<file path="config.mk">
export PLATFORM = sky130hd
export DESIGN_NAME = hit_resolve_flat
export DESIGN_NICKNAME = d
export VERILOG_FILES = /design/src/hdl/tlb_pkg.sv /design/src/hdl/tlb_ifs.sv /design/src/hdl/hit_resolve.sv /design/src/flat_wrapper.sv
export VERILOG_INCLUDE_DIRS = /design/src /design/src/hdl
export SDC_FILE = /design/constraint.sdc
export NUM_CORES = 1
export LEC_CHECK = 0
export ABC_AREA = 1
export BUFFER_PORTS_ARGS = -buffer_cell sky130_fd_sc_hd__clkbuf_2
export CORE_MARGIN = 3
export CORE_UTILIZATION = 40
export CTS_BUF_LIST = sky130_fd_sc_hd__clkbuf_8
export CTS_CLUSTER_DIAMETER = 80
export DETAILED_ROUTE_END_ITERATION = 12
export MAX_ROUTING_LAYER = met4
export PLACE_DENSITY = 0.84
export RECOVER_POWER = 100
export SYNTH_ARGS = -nofsm -noshare
export SYNTH_HDL_FRONTEND = slang
export SYNTH_SLANG_ARGS = --single-unit
</file>
<file path="constraint.sdc">
create_clock -name clk_i -period 2.1 [get_ports clk_i]
set_clock_uncertainty 0.05 [all_clocks]
set_input_delay 0.105 -clock clk_i [delete_from_list [all_inputs] [get_ports clk_i]]
set_output_delay 0.105 -clock clk_i [all_outputs]
set_load 0.01 [all_outputs]
</file>
<file path="src/hdl/tlb_params.svh">
`ifndef TLB_PARAMS_SVH
`define TLB_PARAMS_SVH

// Address space
`define TLB_VA_WIDTH       32
`define TLB_PA_WIDTH       40
`define TLB_PAGE_BITS      12   // 4 kB pages

// Set-associative geometry
`define TLB_SETS           8
`define TLB_SET_BITS       3
`define TLB_NUM_OFFSET     4    // Rows per set in each bank
`define TLB_OFFSET_BITS    2
`define TLB_NUM_BANKS      4
`define TLB_BANK_BITS      2

// Entry fields
`define TLB_TAG_BITS       17   // VA page number above the set bits
`define TLB_PPN_BITS       28
`define TLB_ENTRY_VALID    31
`define TLB_ENTRY_WR       30
`define TLB_ENTRY_RD       29

// Config port, address is {set, row, bank}
`define TLB_CFG_ADDR_BITS  7
`define TLB_CFG_DATA_BITS  32

`endif

</file>
<file path="src/hdl/tlb_pkg.sv">
`default_nettype none

`include "tlb_params.svh"

package tlb_pkg;

   // Search sequencer
   typedef enum logic [1:0] {
      IDLE,
      SEARCH,
      WAIT     // All rows issued, verdict still in flight
   } seq_state_e;

   typedef enum logic [1:0] {
      V_HIT,
      V_MISS,
      V_PROT,
      V_MULTI
   } verdict_e;

   // Same bit order as the config address
   typedef struct packed {
      logic [`TLB_SET_BITS-1:0]    set;
      logic [`TLB_OFFSET_BITS-1:0] row;
      logic [`TLB_BANK_BITS-1:0]   bank;
   } entry_idx_t;

   typedef struct packed {
      logic                      valid;
      verdict_e                  kind;
      entry_idx_t                idx;       // Only meaningful for V_HIT
      logic [`TLB_PAGE_BITS-1:0] page_off;
   } verdict_t;

endpackage

`default_nettype wire

</file>
<file path="src/hdl/tlb_ifs.sv">
`timescale 1ns/1ps
`default_nettype none

`include "tlb_params.svh"


// Per-bank compare results of one row
interface tlb_beat_if;
   logic                        valid;
   logic                        first;
   logic                        last;
   logic [`TLB_NUM_BANKS-1:0]   hit;
   logic [`TLB_NUM_BANKS-1:0]   prot;
   logic [`TLB_SET_BITS-1:0]    set;
   logic [`TLB_OFFSET_BITS-1:0] row;

   modport drv (output valid, first, last, hit, prot, set, row);
   modport rcv (input  valid, first, last, hit, prot, set, row);
endinterface

`default_nettype wire

</file>
<file path="src/hdl/hit_resolve.sv">
`timescale 1ns/1ps
`default_nettype none

`include "tlb_params.svh"

module hit_resolve (
   input  wire logic                      clk_i,
   input  wire logic                      rst_ni,
   tlb_beat_if.rcv                        beat,
   input  wire logic [`TLB_PAGE_BITS-1:0] page_off_i,
   output      tlb_pkg::verdict_t         verdict_o
);

   typedef logic [`TLB_BANK_BITS-1:0] bank_t;

   logic                 done_q;    // Verdict already given for this search
   logic                 take;
   logic                 multi;
   logic                 any_hit;
   bank_t                hit_bank;
   logic                 vld_d;
   tlb_pkg::verdict_e    kind_d;

   logic                      vld_q;
   tlb_pkg::verdict_e         kind_q;
   tlb_pkg::entry_idx_t       idx_q;
   logic [`TLB_PAGE_BITS-1:0] off_q;

   // Leftover rows of a stopped search are dropped here
   assign take    = beat.valid && (beat.first || !done_q);
   assign multi   = (beat.hit & (beat.hit - 1'b1)) != '0;   // Two or more bits set
   assign any_hit = |beat.hit;

   // Lowest bank wins
   always_comb begin
      hit_bank = '0;
      for (int b = `TLB_NUM_BANKS - 1; b >= 0; b--) begin
         if (beat.hit[b]) hit_bank = bank_t'(b);
      end
   end

   always_comb begin
      vld_d  = 1'b1;
      kind_d = tlb_pkg::V_MISS;
      if (multi) begin
         kind_d = tlb_pkg::V_MULTI;
      end else if (|beat.prot) begin
         kind_d = tlb_pkg::V_PROT;
      end else if (any_hit) begin
         kind_d = tlb_pkg::V_HIT;
      end else if (!beat.last) begin
         vld_d = 1'b0;   // Nothing yet, keep searching
      end
      vld_d = vld_d && take;
   end

   always_ff @(posedge clk_i) begin
      if (!rst_ni) begin
         vld_q  <= 1'b0;
         done_q <= 1'b0;
      end else begin
         vld_q <= vld_d;
         if (vld_d) begin
            done_q <= 1'b1;
         end else if (beat.valid && beat.first) begin
            done_q <= 1'b0;
         end
      end
   end

   always_ff @(posedge clk_i) begin
      kind_q <= kind_d;
      idx_q  <= '{set: beat.set, row: beat.row, bank: hit_bank};
      off_q  <= page_off_i;
   end

   assign verdict_o = '{valid: vld_q, kind: kind_q, idx: idx_q, page_off: off_q};

endmodule

`default_nettype wire

</file>
<file path="src/flat_wrapper.sv">
// flat-port wrapper written by rule: the top's interface ports become plain ports
module hit_resolve_flat 
  (clk_i, rst_ni, page_off_i, verdict_o, beat_valid, beat_first, beat_last, beat_hit, beat_prot, beat_set, beat_row);
  tlb_beat_if beat_i ();
  input  wire logic clk_i;
  input  wire logic rst_ni;
  input  wire logic [`TLB_PAGE_BITS-1:0] page_off_i;
  output      tlb_pkg::verdict_t verdict_o;
  input wire logic [$bits(beat_i.valid)-1:0] beat_valid;
  input wire logic [$bits(beat_i.first)-1:0] beat_first;
  input wire logic [$bits(beat_i.last)-1:0] beat_last;
  input wire logic [$bits(beat_i.hit)-1:0] beat_hit;
  input wire logic [$bits(beat_i.prot)-1:0] beat_prot;
  input wire logic [$bits(beat_i.set)-1:0] beat_set;
  input wire logic [$bits(beat_i.row)-1:0] beat_row;
  assign beat_i.valid = beat_valid;
  assign beat_i.first = beat_first;
  assign beat_i.last = beat_last;
  assign beat_i.hit = beat_hit;
  assign beat_i.prot = beat_prot;
  assign beat_i.set = beat_set;
  assign beat_i.row = beat_row;
  hit_resolve u_core (.clk_i(clk_i), .rst_ni(rst_ni), .beat(beat_i), .page_off_i(page_off_i), .verdict_o(verdict_o));
endmodule
</file>
==> results of run 1 <==
-- cell usage after synthesis, drive strengths merged --
library cell / count
o21bai: 1
dfxtp: 23
nor2: 5
o21ai: 1
buf: 1
a21oi: 1
nand2: 12
nor3: 1
inv: 4
nand3: 3
-- cell families (layout without fill, tap and decap cells) --
logic type      Yosys count  count (layout)  share of synthesized area
flops                    23              23                      0.757
simple gates             21              21                      0.171
buf+inv                   5              76                     0.0370
compound gates            3               3                     0.0350
-- power by group through the flow --
| stage | logic [mW] | registers (mW) | clock network [mW] |
|---|---|---|---|
| final | 0.105 | 0.470 | 0.254 |
| after global routing | 0.115 | 0.471 | 0.280 |
| after CTS | 0.109 | 0.468 | 0.253 |
| after detailed placement | 0.0829 | 0.478 | 0 |
| after global placement | 0.0813 | 0.477 | 0 |
| after floorplan | 0.0188 | 0.489 | 0 |
-- placed cells by master (no fill, tap or decap) --
cell / n
clkbuf_2: 26
clkbuf_1: 25
dfxtp_1: 23
dlygate4sd3_1: 17
nand2_1: 12
inv_1: 5
nor2_1: 4
clkbuf_8: 3
nand3_1: 2
nor2_4: 1
a21oi_1: 1
nor3_1: 1
o21ai_0: 1
nand3_2: 1
o21bai_2: 1
-- registers in the layout, summed over array words and instances, names as in the netlist --
| name | count |
|---|---|
| u_core.verdict_o | 7 |
| u_core.done_q | 1 |
| u_core.kind_q | 2 |
| u_core.vld_q | 1 |
| u_core.off_q | 12 |
-- worst paths after layout --
path / start / end / cells after the start / slack (ps)
setup reg to reg: u_core.done_q$_SDFFE_PN0P_ / u_core.done_q$_SDFFE_PN0P_ / 4 / 1350
hold reg to reg: u_core.done_q$_SDFFE_PN0P_ / u_core.done_q$_SDFFE_PN0P_ / 2 / 430
hold / removal: beat_hit[0] / u_core.verdict_o[12]$_SDFF_PP0_ / 2 / 40
setup / recovery: u_core.verdict_o[15]$_DFF_P_ / verdict_o[15] / 1 / 1160
-- cell type report --
| type | instances | area (um2) | area share |
|---|---|---|---|
| clock buffers | 3 | 41.3 | 0.0393 |
| clock inverters | 1 | 3.75 | 0.00357 |
| inverters | 4 | 15.0 | 0.0143 |
| multi-input cells | 24 | 118 | 0.112 |
| flip-flops and latches | 23 | 460 | 0.438 |
| well taps | 15 | 18.8 | 0.0179 |
| repair buffers | 68 | 394 | 0.375 |
-- per-stage QoR --
stage          total power [mW]  hold slack [ps]
2_1_floorplan             0.508             82.7
3_5_place_dp              0.561              159
4_1_cts                   0.829             19.5
6_report                  0.829             39.3
5_1_grt                   0.866             38.8
3_3_place_gp              0.558              158
-- per-layer routing --
metal | wire [um] | part of all wire | global-route usage
met1 | 758 | 0.37 | 0.227
met2 | 997 | 0.49 | 0.395
met3 | 250 | 0.12 | 0.0717
met4 | 38 | 0.019 | 0.0994
met5 | 0 | 0 | -
==> flow_metrics.env, run 1 <==
export IMPL_gp_congestion=0.686
export IMPL_grt_first_pass_wirelength_um=3050
export IMPL_start_util=0.445
export IMPL_chipHeight_um=45.0
export IMPL_layout_min_cycle_time_ps=942
export IMPL_synth_seq_cells=23
export IMPL_dp_worst_setup_slack_ps=1280
export IMPL_p_comb_frac=0.126
export IMPL_io_buffers=51
export IMPL_yosysUniqueCellTypes=12
export IMPL_antenna_found_initial=0
export IMPL_fin_cells=138
export IMPL_core_mm2=0.00137
export IMPL_p_per_area_mw_per_mm2=788
export IMPL_path_buf_inv=1
export IMPL_final_hold_violation_count=0
export IMPL_postPlaceCellArea_um2=875
export IMPL_overflow=0
export IMPL_critical_path_class="register to primary output"
export IMPL_cts_hold_fix_buffers=17
export IMPL_yosys_area_top_type_share=0.757
export IMPL_wl_per_cell_um=14.8
export IMPL_p_sw_uw=183
export IMPL_rsz0062_at_grt="no"
export IMPL_drv_slew=0
export IMPL_path_delay_family="flip-flops"
export IMPL_status="finished clean"
export IMPL_drive_gt1_frac=0.260
export IMPL_cts_resized=0
export IMPL_synth_area_leader_cell="dfxtp_1"
export IMPL_io_pins=52
export IMPL_drt_iter0_drc=0
export IMPL_drc=0
export IMPL_cp_end_kind="primary output"
export IMPL_final_cell_area_mm2=0.00105
export IMPL_p_clk_frac=0.307
export IMPL_cts_root_buf="clkbuf_8"
export IMPL_synthesis_area_um2=608
export IMPL_crit_slowest_cell="dfxtp_1"
export IMPL_syn2layout_area_growth_pct=72.8
export IMPL_drt_pass1_iterations=1
export IMPL_num_vias=610
export IMPL_antennaDiodeCount=0
export IMPL_ys_top_cells_by_area="dfxtp_1, nand2_1, nor2_4"
export IMPL_clkLatencyLatePin_ps=250
export IMPL_vias_per_cell=4.42
export IMPL_slew_headroom=0.817
export IMPL_wl_um=2050
export IMPL_cpPeakStageDelay_ps=360
export IMPL_tritoncts="done"
export IMPL_track_usage=0.226
export IMPL_fin_tns_setup_ps=0
export IMPL_ant_nets=0
export IMPL_grt_pass1_vias=628
export IMPL_yosysSeqAreaShare=0.757
export IMPL_dp_hpwl_um=1040
export IMPL_cts_setup_buffers=0
export IMPL_dp_cells=117
export IMPL_clk_pin_slew_ps=70
export IMPL_yosysWarnings=0
export IMPL_crit_fanout=1
export IMPL_hp_class="primary input to register"
export IMPL_cap_violations=0
export IMPL_die_x_um=45.0
export IMPL_tightestPinTransition_ps=273
export IMPL_required_ps=1950
export IMPL_clk_path_buf_depth=2
export IMPL_min_period_over_period=0.449
export IMPL_fillers=114
export IMPL_cts_sinks=23
export IMPL_rows=13
export IMPL_die_area_mm2=0.00202
export IMPL_ir_worst_vdd_uv=431
export IMPL_internal_power_uw=646
export IMPL_avgSynthCellArea_um2=11.7
export IMPL_finalSetupViolCount=0
export IMPL_p_leak_nw=0.502
export IMPL_final_util=0.769
export IMPL_final_nets=154
export IMPL_setup_ws_ps=1160
export IMPL_crit_chain="clkbuf_1"
export IMPL_syn_inst=52
export IMPL_numCtsBuffers=3
export IMPL_cp_start_kind="register"
export IMPL_grt_max_degree=13
export IMPL_cts_htree_levels=1
export IMPL_synth_fp_nets=82
export IMPL_fmax_ghz=1.06
export IMPL_crit_arrival_ps=790
export IMPL_p_seq_frac=0.567
export IMPL_switching_share=0.220
(Power assumes the default switching activity.)
==> run 2: changes to the inputs <==
- CORE_UTILIZATION: 40 -> 38
- PLACE_DENSITY: 0.84 -> 0.8
- clock period: 2.1 -> 0.96 ns (I/O delays scaled with it)
==> run 2 against run 1 <==
  * Clock-buffer cell count unchanged
  * Utilization increased by 2.5 points
  * Routed wire length shrank 18%
  * Critical path depth is 6 higher
  * Sequential share of layout area is 2.4 points lower
  * Sequential power rose by 120%
  * Cell count increased by 3.6%
  * Cell area is 5.7% higher
  * Critical endpoint is now u_core.done_q$_SDFFE_PN0P_
  * Largest cell class unchanged
  * Highest routed layer is now met3
==> flow_metrics.env, run 2 (synthesized netlist as in run 1, its figures left out) <==
export IMPL_antennaDiodeCount=0
export IMPL_crit_arrival_ps=980
export IMPL_overflow=0
export IMPL_use_met3=0.0632
export IMPL_num_vias=621
export IMPL_path_delay_family="buffers and inverters"
export IMPL_fin_tns_setup_ps=0
export IMPL_fmax_ghz=1.12
export IMPL_vias_per_cell=4.34
export IMPL_grt_pass1_vias=637
export IMPL_dp_hpwl_um=1070
export IMPL_chipHeight_um=46
export IMPL_clk_path_buf_depth=2
export IMPL_grt_busiest_layer="met2"
export IMPL_hp_class="primary input to register"
export IMPL_status="finished clean"
export IMPL_io_pins=52
export IMPL_drv_slew=0
export IMPL_required_ps=1050
export IMPL_path_buf_inv=3
export IMPL_track_usage=0.178
export IMPL_clkLatencyLatePin_ps=250
export IMPL_numCtsBuffers=3
export IMPL_wl_per_cell_um=11.8
export IMPL_ir_worst_vdd_uv=1030
export IMPL_io_buffers=51
export IMPL_ant_nets=0
export IMPL_start_util=0.435
export IMPL_p_per_area_mw_per_mm2=1630
export IMPL_cpPeakStageDelay_ps=530
export IMPL_min_to="u_core.done_q$_SDFFE_PN0P_"
export IMPL_min_path_cells=4
export IMPL_gp_congestion=0.669
export IMPL_r2r_end="u_core.done_q$_SDFFE_PN0P_"
export IMPL_cp_start_kind="primary input"
export IMPL_grt_max_degree=13
export IMPL_rsz0062_at_grt="no"
export IMPL_final_cell_mix="clkbuf_2, clkbuf_1, dfxtp_1, dlygate4sd3_1, nand2_1"
export IMPL_fillers=106
export IMPL_regMostFlops="u_core.off_q"
export IMPL_drc=0
export IMPL_grt_first_pass_wirelength_um=2580
export IMPL_drt_iter0_drc=3
export IMPL_reg2reg_from="u_core.done_q$_SDFFE_PN0P_"
export IMPL_tightestPinTransition_ps=203
export IMPL_final_common_cell="clkbuf_2"
export IMPL_tritoncts="done"
export IMPL_final_nets=159
export IMPL_cts_root_buf="clkbuf_8"
export IMPL_antenna_found_initial=0
export IMPL_cap_violations=0
export IMPL_rows=13
export IMPL_cp_end_kind="register"
export IMPL_min_period_over_period=0.926
export IMPL_slew_headroom=0.865
export IMPL_drt_pass1_iterations=2
export IMPL_p_leak_nw=0.532
export IMPL_die_area_mm2=0.00212
export IMPL_finalSetupViolCount=0
export IMPL_clk_pin_slew_ps=70
export IMPL_r2r_slack_ps=210
export IMPL_worst_path_most_repeated_cell="nand2_1"
export IMPL_core_mm2=0.00140
export IMPL_met1_usage=0.165
export IMPL_min_delay_start="beat_first"
export IMPL_cts_sinks=23
export IMPL_final_hold_violation_count=0
export IMPL_cts_resized=0
export IMPL_wl_um=1680
export IMPL_crit_chain="dlygate4sd3_1 > clkbuf_2 > nand2_1 > inv_1 > nand2_1 > o21bai_2 > nand2_1"
export IMPL_crit_fanout=2
export IMPL_syn2layout_area_growth_pct=82.7
export IMPL_layout_min_cycle_time_ps=889
export IMPL_critical_path_class="primary input to register"
export IMPL_die_x_um=46
export IMPL_drive_gt1_frac=0.273
export IMPL_use_met2=0.343
export IMPL_largest_reg_flops=12
export IMPL_crit_slowest_cell="dlygate4sd3_1"
export IMPL_final_util=0.794
export IMPL_cts_htree_levels=1
export IMPL_r2r_worst_path_cells=4
## run 2: metrics by stage
step                worst slack, ps  hold WS (ps)  power (mW)  std cells  cell area [um2]
global placement                237           100        1.22        117              875
detailed placement              212           102        1.23        117              875
global route                   12.4          36.5        1.89        143             1110
CTS                            75.6          30.2        1.83        143             1140
finish                         71.0          28.8        1.81        143             1110
floorplan                       256          25.7        1.11         52              608
## run 2: timing repair
item | 4_1_cts | 5_1_grt
hold buffers | 22 | 0
endpoints found under the hold margin | 21 | 0
buffers inserted | 0 | 0
## run 2: per-layer routing
metal | vias up | part of all wire | routed length [um]
met1 | 270 | 0.35 | 585
met2 | 40 | 0.52 | 870
met5 | - | 0 | 0
met4 | 0 | 0 | 0
li1 | 311 | - | -
met3 | 0 | 0.13 | 224
## run 2: report_power, final
part / switching, mW / leakage, nW / internal (mW)
Combinational: 0.109 / 0.312 / 0.136
Clock: 0.255 / 0.0269 / 0.284
Sequential: 0.0153 / 0.193 / 1.01
## run 2: worst min-delay path: cells and delay by family
| kind | cells | cell delay (ps) |
|---|---|---|
| buffers and inverters | 1 | 70 |
| and+or+nand+nor | 3 | 160 |
## run 2: worst max-delay path by stage
stage                                     startpoint                          to  slack [ps]  depth (start not counted)
after floorplan           u_core.done_q$_SDFFE_PN0P_  u_core.done_q$_SDFFE_PN0P_         260                          4
after global placement                   beat_hit[0]  u_core.done_q$_SDFFE_PN0P_         240                          5
after detailed placement                beat_prot[1]  u_core.done_q$_SDFFE_PN0P_         210                          5
after CTS                                     rst_ni  u_core.done_q$_SDFFE_PN0P_          80                          7
after global routing                          rst_ni     u_core.vld_q$_SDFF_PN0_          10                          7
final                                         rst_ni  u_core.done_q$_SDFFE_PN0P_          70                          7
## run 2: final cells by class
| type | count | area, um2 | share of cell area |
|---|---|---|---|
| inverter | 4 | 15.0 | 0.0135 |
| timing repair buffer | 73 | 447 | 0.402 |
| multi-input combinational | 24 | 125 | 0.113 |
| sequential | 23 | 460 | 0.414 |
| clock buffer | 3 | 41.3 | 0.0372 |
| tap | 15 | 18.8 | 0.0169 |
| clock inverter | 1 | 3.75 | 0.00338 |
==> run 3: changes to the inputs <==
- CELL_PAD_IN_SITES_DETAIL_PLACEMENT: unset -> 1
- CELL_PAD_IN_SITES_GLOBAL_PLACEMENT: unset -> 1
- CORE_UTILIZATION: 38 -> 26
- PLACE_DENSITY: 0.8 -> unset
- PLACE_DENSITY_LB_ADDON: unset -> 0.1
- RECOVER_POWER: 100 -> 50
==> run 3 against run 2 <==
  * Flip-flop and latch count unchanged
  * Routed wire length increased by 7.9%
  * Non-clock buffer count unchanged
  * Worst hold slack worse by 11 ps
  * Cell area grew 2.9%
  * Cell count grew 8.4%
  * Worst setup slack improved by 4.5 ps
  * Critical path depth is the same
  * Power increased by 2.2%
  * Sequential share of layout area fell by 1.2 points
  * Highest routed layer is now met4
==> flow_metrics.env, run 3 (synthesized netlist as in run 1, its figures left out) <==
export IMPL_internal_power_mw=1.44
export IMPL_finalSetupViolCount=0
export IMPL_cp_start_kind="primary input"
export IMPL_status="finished clean"
export IMPL_io_buffers=51
export IMPL_rsz0062_at_grt="no"
export IMPL_drc=0
export IMPL_chipHeight_um=54.4
export IMPL_startpoint="rst_ni"
export IMPL_cts_resized=0
export IMPL_final_hold_violation_count=0
export IMPL_drt_iter0_drc=4
export IMPL_rows=16
export IMPL_wl_um=1810
export IMPL_vias_per_cell=3.97
export IMPL_p_per_area_mw_per_mm2=1610
export IMPL_drv_slew=0
export IMPL_required_ps=1070
export IMPL_ir_worst_vdd_uv=690
export IMPL_min_period_over_period=0.921
export IMPL_grt_pass1_vias=641
export IMPL_final_util=0.549
export IMPL_fmax_ghz=1.13
export IMPL_cts_root_buf="clkbuf_8"
export IMPL_regMostFlops="u_core.off_q"
export IMPL_grt_first_pass_wirelength_um=2680
export IMPL_cts_sinks=23
export IMPL_r2r_slack_ps=200
export IMPL_syn2layout_area_growth_pct=88.1
export IMPL_cap_violations=0
export IMPL_num_vias=615
export IMPL_final_cell_area_mm2=0.00114
export IMPL_die_x_um=54.4
export IMPL_antenna_found_initial=0
export IMPL_final_nets=159
export IMPL_cts_setup_buffers=0
export IMPL_grt_max_degree=14
export IMPL_p_leak_nw=0.586
export IMPL_min_path_cells=4
export IMPL_numCtsBuffers=3
export IMPL_layout_min_cycle_time_ps=884
export IMPL_cts_htree_levels=1
export IMPL_fin_tns_setup_ps=0
export IMPL_fillers=259
export IMPL_drive_gt1_frac=0.422
export IMPL_tritoncts="done"
export IMPL_switching_share=0.219
export IMPL_dp_hpwl_um=1170
export IMPL_hp_class="primary input to register"
export IMPL_slew_headroom=0.811
export IMPL_io_pins=52
export IMPL_p_seq_frac=0.555
export IMPL_p_clk_frac=0.309
export IMPL_reg2reg_from="u_core.done_q$_SDFFE_PN0P_"
export IMPL_drt_pass1_iterations=4
export IMPL_overflow=0
export IMPL_gp_congestion=0.587
export IMPL_track_usage=0.134
export IMPL_clkLatencyLatePin_ps=260
export IMPL_cts_hold_fix_buffers=22
export IMPL_dp_worst_setup_slack_ps=194
export IMPL_cp_end_kind="register"
export IMPL_critical_path_class="primary input to register"
export IMPL_r2r_end="u_core.done_q$_SDFFE_PN0P_"
export IMPL_setup_ws_ps=75.5
export IMPL_crit_end="u_core.done_q$_SDFFE_PN0P_"
export IMPL_start_util=0.292
export IMPL_largest_reg_flops=12
export IMPL_final_cell_mix="clkbuf_2, dfxtp_1, dlygate4sd3_1, nand2_1"
export IMPL_die_area_mm2=0.00296
export IMPL_p_sw_uw=404
export IMPL_r2r_worst_path_cells=4
export IMPL_antennaDiodeCount=0
export IMPL_ant_nets=0
export IMPL_core_mm2=0.00208
export IMPL_clk_pin_slew_ps=80
export IMPL_clk_path_buf_depth=2
export IMPL_final_common_cell="clkbuf_2"
export IMPL_postPlaceCellArea_um2=890
export IMPL_tightestPinTransition_ps=282
export IMPL_crit_fanout=2
export IMPL_p_comb_frac=0.136
export IMPL_wl_per_cell_um=11.7
export IMPL_crit_arrival_ps=990
[run 3: cell count changes in the layout (fill, tap and decap cells not counted)]
cell      delta
nor2_4       -1
clkbuf_2    +19
inv_1        -1
clkinv_2     +1
nor2_1       +1
clkbuf_1    -19
[run 3: area by class of cell]
type	count	area, um2	area share
multi-input cells	24	118	0.103
clock buffers	3	41.3	0.0361
inverters	4	15.0	0.0131
flip-flops and latches	23	460	0.403
repair buffers	73	470	0.411
well taps	27	33.8	0.0295
clock inverters	1	5.00	0.00438
[run 3: layer usage]
metal  wire (um)  share of wire  global-route usage
met3         208           0.11              0.0272
met1         694           0.38               0.134
met4          25          0.014              0.0871
met5           0              0                   -
met2         885           0.49               0.235
[run 3: worst min path at each step]
stage                   from                    endpoint
6_report          beat_first  u_core.done_q$_SDFFE_PN0P_
5_1_grt           beat_first  u_core.done_q$_SDFFE_PN0P_
4_1_cts           beat_first  u_core.done_q$_SDFFE_PN0P_
3_5_place_dp   page_off_i[5]     u_core.off_q[5]$_DFF_P_
3_3_place_gp   page_off_i[5]     u_core.off_q[5]$_DFF_P_
2_1_floorplan  page_off_i[0]     u_core.off_q[0]$_DFF_P_
[run 3: power by group through the flow]
stage	clock [mW]	combinational [mW]	sequential, mW
detailed placement	0	0.184	1.04
floorplan	0	0.0411	1.07
global placement	0	0.181	1.04
CTS	0.598	0.256	1.02
global route	0.640	0.278	1.03
finish	0.571	0.250	1.02
[run 3: critical path: stages]
cell and delay, ps:
dlygate4sd3_1 530, clkbuf_2 110, nand2_1 60, inv_1 30, nand2_1 40, o21bai_2 100
nand2_1 60
[run 3: stage by stage]
stage / hold slack [ps] / cells / total power, mW
after floorplan: 25.7 / 52 / 1.11
after global placement: 101 / 129 / 1.22
after detailed placement: 103 / 129 / 1.23
after CTS: 13.8 / 155 / 1.88
after global routing: 43.5 / 155 / 1.95
final: 17.5 / 155 / 1.85
